`src/source/nn_defines.svh`:
```
`ifndef NN_DEFINES_SVH
`define NN_DEFINES_SVH

// Layer geometry
`define NN_NEURONS      4
`define NN_CLASS_W      2

// Fixed-point format, Q7.8
`define NN_DATA_W       16
`define NN_FRAC         8

// Training
`define NN_LR_SHIFT     4
`define NN_WEIGHT_RESET 32
`define NN_COUNT_W      16

`endif

```
`src/source/nn_pkg.sv`:
```
`default_nettype none

`include "nn_defines.svh"

package nn_pkg;

    typedef logic signed [`NN_DATA_W-1:0] data_t;
    typedef logic signed [`NN_DATA_W:0]   err_t;

    typedef data_t [`NN_NEURONS-1:0] vec_t;
    typedef err_t  [`NN_NEURONS-1:0] err_vec_t;

    // Row i feeds output neuron i, column j is input j
    typedef vec_t  [`NN_NEURONS-1:0] weight_mat_t;

    typedef struct packed {
        vec_t x;
        vec_t y;
    } sample_t;

    typedef struct packed {
        vec_t x;
        vec_t y;
        vec_t act;
    } fwd_t;

    typedef struct packed {
        vec_t                    x;
        vec_t                    act;
        err_vec_t                err;
        vec_t                    delta;
        logic [`NN_CLASS_W-1:0]  pred_class;
        logic [`NN_CLASS_W-1:0]  target_class;
    } result_t;

    // Wide enough for any sum or product handed to the saturator
    localparam int SAT_IN_W = 2 * `NN_DATA_W + 8;

    localparam logic signed [SAT_IN_W-1:0] DATA_MAX = (1 <<< (`NN_DATA_W - 1)) - 1;
    localparam logic signed [SAT_IN_W-1:0] DATA_MIN = -(1 <<< (`NN_DATA_W - 1));

    // Clamp a wide signed value to the data range
    function automatic data_t sat_data(input logic signed [SAT_IN_W-1:0] v);
        if (v > DATA_MAX) begin
            return data_t'(DATA_MAX);
        end else if (v < DATA_MIN) begin
            return data_t'(DATA_MIN);
        end
        return data_t'(v);
    endfunction

endpackage

`default_nettype wire

```
`src/source/weight_store.sv`:
```
`timescale 1ns/1ps
`default_nettype none

`include "nn_defines.svh"

module weight_store
    import nn_pkg::*;
(
    input  logic        clk,
    input  logic        rst_n,
    input  logic        write_en,
    input  weight_mat_t new_weights,
    output weight_mat_t weights,
    output logic        weights_valid
);

    ////////////////////////////////////////////////////////////////////////////
    // Weight matrix, loaded whole on every learning step
    ////////////////////////////////////////////////////////////////////////////

    always_ff @(posedge clk or negedge rst_n) begin
        if (!rst_n) begin
            for (int i = 0; i < `NN_NEURONS; i++) begin
                for (int j = 0; j < `NN_NEURONS; j++) begin
                    weights[i][j] <= data_t'(`NN_WEIGHT_RESET);
                end
            end
        end else if (write_en) begin
            weights <= new_weights;
        end
    end

    // New matrix visible one cycle after the write
    always_ff @(posedge clk or negedge rst_n) begin
        if (!rst_n) begin
            weights_valid <= 1'b0;
        end else begin
            weights_valid <= write_en;
        end
    end

endmodule

`default_nettype wire

```
`config.mk`:
```
export PLATFORM = sky130hd
export DESIGN_NAME = weight_store
export DESIGN_NICKNAME = d
export VERILOG_FILES = /design/src/source/nn_pkg.sv /design/src/source/weight_store.sv
export VERILOG_INCLUDE_DIRS = /design/src /design/src/source
export SDC_FILE = /design/constraint.sdc
export NUM_CORES = 1
export LEC_CHECK = 0
export ABC_AREA = 1
export BUFFER_PORTS_ARGS = -buffer_cell sky130_fd_sc_hd__buf_2
export CORE_AREA = 2 2 202 204
export CTS_BUF_LIST = sky130_fd_sc_hd__clkbuf_2
export CTS_CLUSTER_DIAMETER = 120
export CTS_CLUSTER_SIZE = 10
export DETAILED_ROUTE_END_ITERATION = 7
export DIE_AREA = 0 0 204 206
export PLACE_DENSITY_LB_ADDON = 0.1
export SLEW_MARGIN = 10
export SYNTH_ARGS = -nofsm -noshare
export SYNTH_HDL_FRONTEND = slang
export SYNTH_SLANG_ARGS = --single-unit
```
`constraint.sdc`:
```
create_clock -name clk -period 0.8 [get_ports clk]
set_input_delay 0.16 -clock clk [delete_from_list [all_inputs] [get_ports clk]]
set_output_delay 0.16 -clock clk [all_outputs]
set_load 0.1 [all_outputs]
```
==> results.cfg, run 1 <==
[run_status]
status = aborted with a tool error
lastStage = 4_1_cts
stop_error = [ERROR RSZ-0060] Max buffer count reached.

[synth]
syn-cell-area_mm2 = 0.009762
synth-seq-area-share = 0.6609
synth_nets = 1342
syn_inst = 1083
yosysWarnings = 0
syn-mean-instance-area_um2 = 9.014
synth_seq_cells = 257
ys_types = 7

[floorplanning]
num_io_pins = 516
die_h_um = 206
row_count = 74
start_util = 0.2429
die_x_um = 204

[cts]
cts_buffers = 29
cts_buffer_depth = 3
ctsHoldBuffers = 434
h-tree-depth = 1
cts-resized-gates = 2
clock-root-buffer = clkbuf_2
cts_setup_buffers = 0
clock_sinks = 257

[placed_design]
dp_hpwl_um = 29270
place_congestion = 0.8479
numPortBuffers = 515
placed_cells = 2121
logic make-up after synthesis:
group | synth area share
buffers and inverters | 0.04384
DFF | 0.6609
and+or+nand+nor | 0.2953
cell usage after synthesis:
cell type | n | share of area
nand2_1 | 768 | 0.30
dfrtp_1 | 241 | 0.62
buf_2 | 22 | 0.011
buf_4 | 22 | 0.017
dfstp_2 | 16 | 0.043
buf_6 | 13 | 0.015
inv_4 | 1 | 0.00064
metrics by stage:
step / hold slack, ps / setup slack, ps / cell area (um^2)
detailed placement: 66.42 / -158.9 / 18070
global placement: 59.73 / -145.6 / 18070
floorplan: -135.6 / -160.3 / 10730
==> run 2, diff against run 1 <==
--- a/config.mk
+++ b/config.mk
@@ -8,13 +8,10 @@
 export LEC_CHECK = 0
 export ABC_AREA = 1
 export BUFFER_PORTS_ARGS = -buffer_cell sky130_fd_sc_hd__buf_2
-export CORE_AREA = 2 2 202 204
-export CTS_BUF_LIST = sky130_fd_sc_hd__clkbuf_2
-export CTS_CLUSTER_DIAMETER = 120
-export CTS_CLUSTER_SIZE = 10
+export CORE_AREA = 2 2 199 201
 export DETAILED_ROUTE_END_ITERATION = 7
-export DIE_AREA = 0 0 204 206
-export PLACE_DENSITY_LB_ADDON = 0.1
+export DIE_AREA = 0 0 201 203
+export PLACE_DENSITY_LB_ADDON = 0.15
 export SLEW_MARGIN = 10
 export SYNTH_ARGS = -nofsm -noshare
 export SYNTH_HDL_FRONTEND = slang
==> run 2 against run 1 <==
- synthesized cell count did not move
- area after synthesis unchanged
- the flow now finishes, with violations (negative setup slack)
==> results.cfg, run 2 <==
[job]
cap_violations = 0

[sta]
worst_pin_slew_ps = 367.8
worst_clock_skew_ps = 0
maxSlewHeadroom = 0.7548
fmaxAchievable_ghz = 0.6526
finalSetupTns_ps = -151470
setup-violations-final = 264
worst_slack_ps = -732.4
min_period_ps = 1532
holdWs_ps = 26.40
hold_violations = 0
maxSlewViolCount = 0
period_share = 1.915
rsz0062_at_grt = yes

[cts]
clk_pin_slew_ps = 60
tritoncts = done
cts_buffers = 31
cts_buffer_depth = 3
insertion_delay_ps = 550
clock-root-buffer = clkbuf_16
h-tree-depth = 1
clock_sinks = 257

[global_routing]
antenna_found_initial = 0
grt_pass1_wl_um = 63340
grt_pass1_vias = 11080
grtUsageTotal = 0.1962
grt_max_degree = 64
grt_overflow = 0

[synth]
synth_nets = 1342
syn-mean-instance-area_um2 = 9.014
async_flop_share = 1.000
syn-cell-area_mm2 = 0.009762
synth.top_cells.by_area = dfrtp_1, nand2_1, dfstp_2
synth_top_area_share = 0.6178
ys_types = 7
synth_largest_area_cell = dfrtp_1
yosysMostFrequentCell = nand2_1
synth-edff-count = 0
yosysWarnings = 0
ys.flop_type = dfrtp_1
synth-seq-area-share = 0.6609
synth_seq_cells = 257
syn_inst = 1083
synth_common_cells = nand2_1, dfrtp_1, buf_2, buf_4, dfstp_2

[placed_design]
placed_area_mm2 = 0.01820
numPortBuffers = 515
place_congestion = 0.7905
dp_hpwl_um = 28950

[pwr]
vdd_ir_drop_max_mv = 1.933
leakage_nw = 10.52
powerDensity_mw_per_mm2 = 2223

[final_layout]
fillers = 3207
largest_register_ff_count = 256
multi_input_comb_area_mm2 = 0.002930
largestRegisters = weights: 256 flops, weights_valid: 1 flops
nNetsFinal = 2160
most-common-layout-cells = nand2_1, buf_12, dlygate4sd3_1, buf_2, dfrtp_4
drive_gt1_frac = 0.4761
top_register = weights
seq_area_mm2 = 0.007416
diodes = 0
syn_to_final_growth_pct = 125.1
final_common_cell = nand2_1
final_area_mm2 = 0.02197

[worst_setup_path]
worst_setup_path_start_kind = flop
crit_buf_inv = 1
crit_type = reg -> out
cp.arrival_ps = 1370
critPathMaxStageDelay_ps = 640
worstPathRequired_ps = 640
cp_top_family = flip-flops
worst-path-max-fanout = 2
crit_slowest_cell = dfstp_4
path_cells = buf_12
crit_path_end_kind = primary output

[floorplanning]
row_count = 72
num_io_pins = 516
die-area_mm2 = 0.04080
start_util = 0.2538
die_h_um = 203
core_mm2 = 0.03847
die_x_um = 201

[drt]
vias = 10100
first_pass_iters = 4
drtAntennaViolNets = 0
dr.first_iter.drc_count = 410
wire_per_inst_um = 16.50
totalWireLength_um = 40290
viasPerCell = 4.135
drc = 0

[run_status]
status = finished with violations
violations = negative setup slack

[hold_path]
holdCritPathClass = in -> reg
run 2: final cells by class:
cell class                      count  area share
Timing Repair Buffer              842      0.4501
Sequential cell                   257      0.3375
Multi-Input combinational cell    768      0.1334
Clock buffer                       46     0.04425
Tap cell                          518     0.02950
Clock inverter                     10    0.004726
Inverter                            1   0.0005125
run 2: final timing paths:
check / start / to / slack, ps / cells past startpoint
setup / recovery: weights[181] / weights[181] / -730 / 1
hold / removal: write_en / weights[126] / 30 / 4
setup reg to reg: weights[165] / weights[165] / -70 / 3
hold reg to reg: weights[29] / weights[29] / 550 / 2
max in group asynchronous: rst_n / weights[21] / 120 / 4
min in group asynchronous: rst_n / weights[180] / 190 / 3
run 2: kinds of logic after synthesis:
kind of cell,count (synthesis),share of synthesized area
AND/OR/NAND/NOR,768,0.2953
flip-flops,257,0.6609
buffers and inverters,58,0.04384
run 2: through the flow:
stage | power [mW] | utilization | setup WS, ps | instances
floorplan | 25.91 | - | -160.3 | 1083
global placement | 33.34 | 0.4731 | -158.8 | 2122
detailed placement | 33.45 | 0.4731 | -194.9 | 2122
CTS | 49.36 | 0.5694 | -766.4 | 2440
global route | 50.54 | 0.5712 | -767.6 | 2442
finish | 48.85 | 0.5712 | -732.4 | 2442
run 2: worst min-delay path: cells and delay by family:
| kind | cells | cell delay, ps |
|---|---|---|
| buffers and inverters | 2 | 240 |
| and+or+nand+nor | 2 | 130 |
run 2: what timing repair did:
item / CTS / global route
pin swaps: 1 / 10
setup endpoints to repair: 258 / 275
hold buffers: 258 / 0
buffers inserted: 4 / 4
resized for setup: 5 / 22
hold endpoints to repair: 512 / 0
run 2: power breakdown:
part	internal (mW)	switching, mW	total, mW
Sequential	15.0	1.28	16.2
Clock	8.96	5.65	14.6
Combinational	6.64	11.4	18.0
run 2: routing by layer:
layer	share of wire	global-route usage
met2	0.52	0.3559
met1	0.37	0.2179
met5	0	0
met3	0.089	0.06742
met4	0.023	0.05397
Note: power is estimated with default switching activity, not from simulation.
