==> src/source/nn_defines.svh <==
`ifndef NN_DEFINES_SVH
`define NN_DEFINES_SVH

// Layer geometry
`define NN_NEURONS      4
`define NN_CLASS_W      2

// Fixed-point format, Q7.8
`define NN_DATA_W       16
`define NN_FRAC         8

// Training
`define NN_LR_SHIFT     4
`define NN_WEIGHT_RESET 32
`define NN_COUNT_W      16

`endif

==> src/source/nn_pkg.sv <==
`default_nettype none

`include "nn_defines.svh"

package nn_pkg;

    typedef logic signed [`NN_DATA_W-1:0] data_t;
    typedef logic signed [`NN_DATA_W:0]   err_t;

    typedef data_t [`NN_NEURONS-1:0] vec_t;
    typedef err_t  [`NN_NEURONS-1:0] err_vec_t;

    // Row i feeds output neuron i, column j is input j
    typedef vec_t  [`NN_NEURONS-1:0] weight_mat_t;

    typedef struct packed {
        vec_t x;
        vec_t y;
    } sample_t;

    typedef struct packed {
        vec_t x;
        vec_t y;
        vec_t act;
    } fwd_t;

    typedef struct packed {
        vec_t                    x;
        vec_t                    act;
        err_vec_t                err;
        vec_t                    delta;
        logic [`NN_CLASS_W-1:0]  pred_class;
        logic [`NN_CLASS_W-1:0]  target_class;
    } result_t;

    // Wide enough for any sum or product handed to the saturator
    localparam int SAT_IN_W = 2 * `NN_DATA_W + 8;

    localparam logic signed [SAT_IN_W-1:0] DATA_MAX = (1 <<< (`NN_DATA_W - 1)) - 1;
    localparam logic signed [SAT_IN_W-1:0] DATA_MIN = -(1 <<< (`NN_DATA_W - 1));

    // Clamp a wide signed value to the data range
    function automatic data_t sat_data(input logic signed [SAT_IN_W-1:0] v);
        if (v > DATA_MAX) begin
            return data_t'(DATA_MAX);
        end else if (v < DATA_MIN) begin
            return data_t'(DATA_MIN);
        end
        return data_t'(v);
    endfunction

endpackage

`default_nettype wire

==> src/source/error_calculator.sv <==
`timescale 1ns/1ps
`default_nettype none

`include "nn_defines.svh"

module error_calculator
    import nn_pkg::*;
(
    input  logic                   clk,
    input  logic                   rst_n,
    input  logic                   fwd_valid,
    input  fwd_t                   fwd,
    input  logic                   fwd_learn,
    output logic                   result_valid,
    output result_t                result,
    output logic                   result_learn,
    output logic [`NN_COUNT_W-1:0] correct_count
);

    err_vec_t               err;
    vec_t                   delta;
    logic [`NN_CLASS_W-1:0] pred_class;
    logic [`NN_CLASS_W-1:0] target_class;

    // Largest element, strict compare keeps the lowest index on ties
    function automatic logic [`NN_CLASS_W-1:0] argmax(input vec_t v);
        logic [`NN_CLASS_W-1:0] best;
        best = '0;
        for (int k = 1; k < `NN_NEURONS; k++) begin
            if (v[k] > v[best]) begin
                best = k[`NN_CLASS_W-1:0];
            end
        end
        return best;
    endfunction

    ////////////////////////////////////////////////////////////////////////////
    // Errors and deltas
    ////////////////////////////////////////////////////////////////////////////

    always_comb begin
        for (int i = 0; i < `NN_NEURONS; i++) begin
            err[i]   = fwd.y[i] - fwd.act[i];
            // Derivative of the linear activation is one
            delta[i] = sat_data(err[i]);
        end
    end

    assign pred_class   = argmax(fwd.act);
    assign target_class = argmax(fwd.y);

    always_ff @(posedge clk or negedge rst_n) begin
        if (!rst_n) begin
            result_valid  <= 1'b0;
            result_learn  <= 1'b0;
            correct_count <= '0;
        end else begin
            result_valid <= fwd_valid;
            if (fwd_valid) begin
                result_learn <= fwd_learn;
                if (pred_class == target_class) begin
                    correct_count <= correct_count + 1'b1;
                end
            end
        end
    end

    always_ff @(posedge clk) begin
        if (fwd_valid) begin
            result.x            <= fwd.x;
            result.act          <= fwd.act;
            result.err          <= err;
            result.delta        <= delta;
            result.pred_class   <= pred_class;
            result.target_class <= target_class;
        end
    end

endmodule

`default_nettype wire

==> config.mk <==
export PLATFORM = sky130hd
export DESIGN_NAME = error_calculator
export DESIGN_NICKNAME = d
export VERILOG_FILES = /design/src/source/nn_pkg.sv /design/src/source/error_calculator.sv
export VERILOG_INCLUDE_DIRS = /design/src /design/src/source
export SDC_FILE = /design/constraint.sdc
export NUM_CORES = 1
export LEC_CHECK = 0
export ABC_CLOCK_PERIOD_IN_PS = 1300
export BUFFER_PORTS_ARGS = -buffer_cell sky130_fd_sc_hd__buf_4
export CORE_ASPECT_RATIO = 0.6
export CORE_MARGIN = 2
export CORE_UTILIZATION = 30
export DETAILED_ROUTE_END_ITERATION = 10
export GPL_TIMING_DRIVEN = 0
export PLACE_DENSITY = 0.5
export SYNTH_ARGS = -nofsm -noshare
export SYNTH_HDL_FRONTEND = slang
export SYNTH_SLANG_ARGS = --single-unit
==> constraint.sdc <==
create_clock -name clk -period 1.3 [get_ports clk]
set_input_delay 0.065 -clock clk [delete_from_list [all_inputs] [get_ports clk]]
set_output_delay 0.065 -clock clk [all_outputs]
set_load 0.02 [all_outputs]
# After elaboration in Yosys (flattened, before gate mapping)
# Index checks and enable logic that the tools add are counted.
# totals
ff_bits,282
input_bits,196
# op_classes
add_sub_neg,5
order_cmp,18
eq_ne,1
muxes,34
reduce_logical,1
# ops
cell,count
two-way mux 16 bit,16
binary-select mux 16 bit (select 2 bit),4
> comparator 16 bit,6
> comparator 17 x 16 -> 1 bit (second input constant),4
< comparator 17 x 16 -> 1 bit (second input constant),4
subtractor 16 x 16 -> 17 bit,4
adder 16 x 1 -> 16 bit (second input constant),1
< comparator 2 x 3 -> 1 bit (second input constant),4
two-way mux 1 bit,10
two-way mux 2 bit,4
== test 2 bit,1
AND reduction 2 bit,1

# Depth between registers and ports, before layout
# depth
word_depth,12
depth_mapped,30

# Worst setup path before layout
# OpenSTA, ideal clock, no wires.
# synth_timing
path_type,input to register
startpoint,input port fwd[13] in the netlist's numbering
endpoint,register correct_count[12]
arrival_ns,5.870
t_required_ns,1.170
setup_slack_ns,-4.700
cell_stages,27
n_path_buf,3
cell_sequence,inv_1 ha_1 nand4_1 or4_1 nand2_1 mux2_2 clkbuf_1 nor2_1 a21oi_1 ha_1 nand4_1 nor4_1 or2_2 o21a_1 nand2_1 clkbuf_1 mux2_2 ha_1 a21o_1 a2111oi_0 a21boi_0 a31o_2 nand3_1 o41ai_4 buf_6 nand4_1 xnor2_1
# synth_between
elab_chain_cells,12
# synth_lines
element,line_no,source
"start, declared",error_calculator.sv:12,"input fwd_t fwd,"
> comparator 16 bit,error_calculator.sv:30,if (v[k] > v[best]) begin
two-way mux 1 bit,error_calculator.sv:30,
binary-select mux 16 bit (select 2 bit),error_calculator.sv:30,
two-way mux 16 bit (implied by the code),error_calculator.sv:30,
> comparator 16 bit,error_calculator.sv:30,
two-way mux 2 bit,error_calculator.sv:30,
binary-select mux 16 bit (select 2 bit),error_calculator.sv:30,
two-way mux 16 bit (implied by the code),error_calculator.sv:30,
> comparator 16 bit,error_calculator.sv:30,
two-way mux 2 bit (*),error_calculator.sv:30,
via pred_class[1],error_calculator.sv:22,logic [`NN_CLASS_W-1:0] pred_class;
== test 2 bit (*),error_calculator.sv:61,if (pred_class == target_class) begin
AND reduction 2 bit (no line) (*),--,
"end signal, assigned",error_calculator.sv:62,correct_count <= correct_count + 1'b1;
"end, declared",error_calculator.sv:17,output logic [`NN_COUNT_W-1:0] correct_count
# Mark *: on every way through the listed nets, which the timed path passes. The rest lies on a longest branch. The select of a mux whose other input is x is not followed.
# A chain may end at the register's enable or synchronous reset.

# Worst setup path in the final report
# layout_timing
startpoint,input port fwd[14] in the netlist's numbering
endpoint,register correct_count[12]
# layout_between
elab_chain_cells,12
# layout_lines
element,line_no
> comparator 16 bit,error_calculator.sv:30
two-way mux 1 bit,error_calculator.sv:30
binary-select mux 16 bit (select 2 bit),error_calculator.sv:30
two-way mux 16 bit (implied by the code),error_calculator.sv:30
> comparator 16 bit,error_calculator.sv:30
two-way mux 2 bit,error_calculator.sv:30
binary-select mux 16 bit (select 2 bit),error_calculator.sv:30
two-way mux 16 bit (implied by the code),error_calculator.sv:30
> comparator 16 bit,error_calculator.sv:30
two-way mux 2 bit (*),error_calculator.sv:30
== test 2 bit (*),error_calculator.sv:61
AND reduction 2 bit (no line) (*),--
# Mark *: on every way between the ends. The rest lies on a longest branch, timed or not. The select of a mux whose other input is x is not followed.

==> metrics.txt <==
outcome=finished, violations left; failing checks=hold timing, setup timing; crit path kind=input pin to register; Slew Limit Fails=0; Iteration-0 DRC Markers=776; row cnt=between 60 and 70; DRC violations left=0; Yosys cell types=60; Die ar.=52600 um2; CTS tree=yes; GRT Util Overall=21.5%; ys flop type=edfxtp_1; total clock sinks=between 200 and 300; final WL=about 60000 um; number of enable flip-flop cells after synthesis=264; Starting Density=30.6%; Worst-path clk slew=0.06 ns; fin worst setup slack=-4.52 ns; worst min path class=input pin to register; family with the most delay on the worst path=simple AND/OR/NAND/NOR gates; WP buf/inv=10; Psw=11200 uW; Root Driver=clkbuf_16; wire per inst=21.5 um; setup violators final=134; fillers=4375; remaining antenna violation count=0; dpl ws=-7.16 ns; Mapped Cells=1240; worst-skew pair later-pin latency=0.59 ns; Via Count=between 10000 and 15000; PD cells=~1300 nW/um2; Worst Path Required=about 1.8 ns; Leak=approximately 0.011 uW; Tmin final=5.82 ns; gpl congestion=between 0.9 and 1; Syn-to-layout area delta=71.1%; Clock Path Buffers=3; I/O pin cnt=about 480; Final Net Count=2388; Critical Path AT=between 6 and 7 ns; final std cells w/o fill=~2700; initial antenna violation count=6; Critical Path Fanout Max=8; first drt pass iteration count=5; CP max stage cell=or4_4; Logic pwr share=approximately two fifths; most frequent CP cell=nand4_1; dpl cell area=roughly 21000 um2; first-pass GRT wire length=83000 um; Synth Warn #=0; final instance area=26000 um2; Overflow after GRT=0; Post-Syn Area per Cell=12.3 um2; Worst-Margin Slew=just over 0.7 ns; fraction of layout cells with a size suffix above 1=a little over 50%; Multi-input gate area=8350 um2; # Max-Cap Violations=0; fmax=172 MHz; die span in y=about 180 um; Clock Skews=0.00457 ns; Fin. Hold Viols=35; Synthesized Nets=1601; Power Internal=between 20000 and 25000 uW; RSZ-0062 raised after global routing=yes; FF+latch count, synth=282; register area=8380 um2; Total Power=33600 uW; Mapped Area=~15000 um2; DR vias/cell=4.80; power share of the sequential group=35.6%; Num CTS Buffers=29; Port Buffers=477; Tcrit/Tclk final=448%; Startpoint Class=input pin; maximum vdd drop=1.10 mV; Slew HR=~52%; Switching Fraction=33.5%; Final HPWL DP=approximately 44000 um; fin util=a little over half; Die W=between 200 and 300 um; largest net degree at the start of global routing=114; Fin Hold WS=-0.0979 ns; Clock Power Share=24.5%; register area share after synthesis=55.1%; vias in the first global route=12987; Crit. End Element=register; core area=49700 um2; # H-tree levels=1; slowest stage delay, CP=between 0.5 and 0.6 ns; Post-synth ARST share=6.38%; placed cells=~2400
registers in the layout (all words and copies together) (netlist names):
name           cells
result           264
result_learn       1
correct_count     16
result_valid       1
logic make-up after synthesis:
kind of cell	count (synthesis)	synth area share (%)
AND/OR/NAND/NOR	265	8.49
XOR/XNOR	64	3.69
multiplexers	19	1.41
flip-flops	282	55.1
AO/OA/AOI/OAI	253	10.4
adder cells (fa/ha/maj)	221	17.5
buffers and inverters	136	3.44
synth_stat cells (all sizes together) (4+ instances only):
cell / count / area share [%]
nand2b: 10 / 0.41
nor2b: 14 / 0.58
a21oi: 100 / 3.4
mux2: 19 / 1.4
o21bai: 5 / 0.25
fa: 4 / 0.53
buf: 6 / 0.23
o21ai: 55 / 1.8
and3: 14 / 0.58
xor2: 14 / 0.81
dfrtp: 18 / 3.0
o21a: 12 / 0.59
maj3: 56 / 3.7
edfxtp: 264 / 52
nand4: 26 / 1.1
a211oi: 5 / 0.25
inv: 116 / 2.9
nor3: 13 / 0.43
nor2: 77 / 1.9
a21boi: 8 / 0.40
or3: 6 / 0.25
clkbuf: 14 / 0.35
ha: 161 / 13
a31oi: 7 / 0.29
and4: 5 / 0.29
xnor2: 50 / 2.9
nor4: 6 / 0.25
nand3b: 4 / 0.20
o211ai: 8 / 0.40
nand3: 20 / 0.66
o31ai: 4 / 0.20
nand2: 63 / 1.6
a21o: 24 / 1.2
final cells by class:
class                           instances  share of cell area, %
Antenna cell                            3                 0.0289
Clock buffer                           45                   3.10
Sequential cell                       282                   32.2
Clock inverter                          8                  0.341
Inverter                              116                   2.30
Timing Repair Buffer                  756                   25.2
Tap cell                              682                   3.28
Multi-Input combinational cell        822                   32.1
Buffer                                 20                   1.45
worst paths after layout:
path	start	to	slack (ns)	cells past startpoint
worst max register to register	correct_count[2]$_DFFE_PN0P_	correct_count[13]$_DFFE_PN0P_	-0.33	6
worst max-delay path	fwd[14]	correct_count[12]$_DFFE_PN0P_	-4.52	33
min in group asynchronous	rst_n	correct_count[10]$_DFFE_PN0P_	0.55	4
max in group asynchronous	rst_n	correct_count[1]$_DFFE_PN0P_	0.53	4
worst min-delay path	fwd_valid	result[131]$_DFFE_PP_	-0.1	1
worst min register to register	correct_count[4]$_DFFE_PN0P_	correct_count[4]$_DFFE_PN0P_	0.48	1
through the flow:
stage	hold WS, ns	setup TNS, ns
4_1_cts	-0.160	-232.62
6_report	-0.0979	-205.32
3_3_place_gp	-0.0442	-783.57
5_1_grt	-0.131	-219.12
3_5_place_dp	-0.0490	-325.53
2_1_floorplan	-0.231	-184.76
layout by cell type, fill, tap and decap left out, types with 30 or more instances in the layout:
cell,netlist,routed
clkbuf_16,0,38
inv_1,116,67
nor2_1,77,58
maj3_2,0,56
ha_4,0,52
buf_8,0,30
ha_1,161,108
dlygate4sd3_1,0,143
nand2_1,63,54
buf_6,1,50
a21oi_1,99,43
a21oi_2,0,46
edfxtp_1,264,264
buf_4,0,531
power by group through the flow:
stage	Combinational, uW	Clock, uW	Sequential [uW]
3_3_place_gp	10100	0	12100
2_1_floorplan	4390	0	13600
4_1_cts	12600	8500	11900
5_1_grt	14300	8830	12000
3_5_place_dp	10200	0	12100
6_report	13400	8220	11900
metal layers:
metal / global-route usage [%] / vias up / part of all wire [%]
met5: 0 / - / 0.078
met4: 3.83 / 8 / 1.6
met1: 31.6 / 6435 / 48
li1: - / 6211 / -
met3: 4.61 / 61 / 7.0
met2: 32.7 / 407 / 43
timing repair:
action	CTS	global route
buffers inserted	90	29
hold endpoints to repair	227	92
hold buffers	141	9
cloned	8	2
gates resized for setup	279	153
pin swaps	133	90
setup endpoints to repair	124	169
No activity file was read; power rests on OpenSTA's default activity.
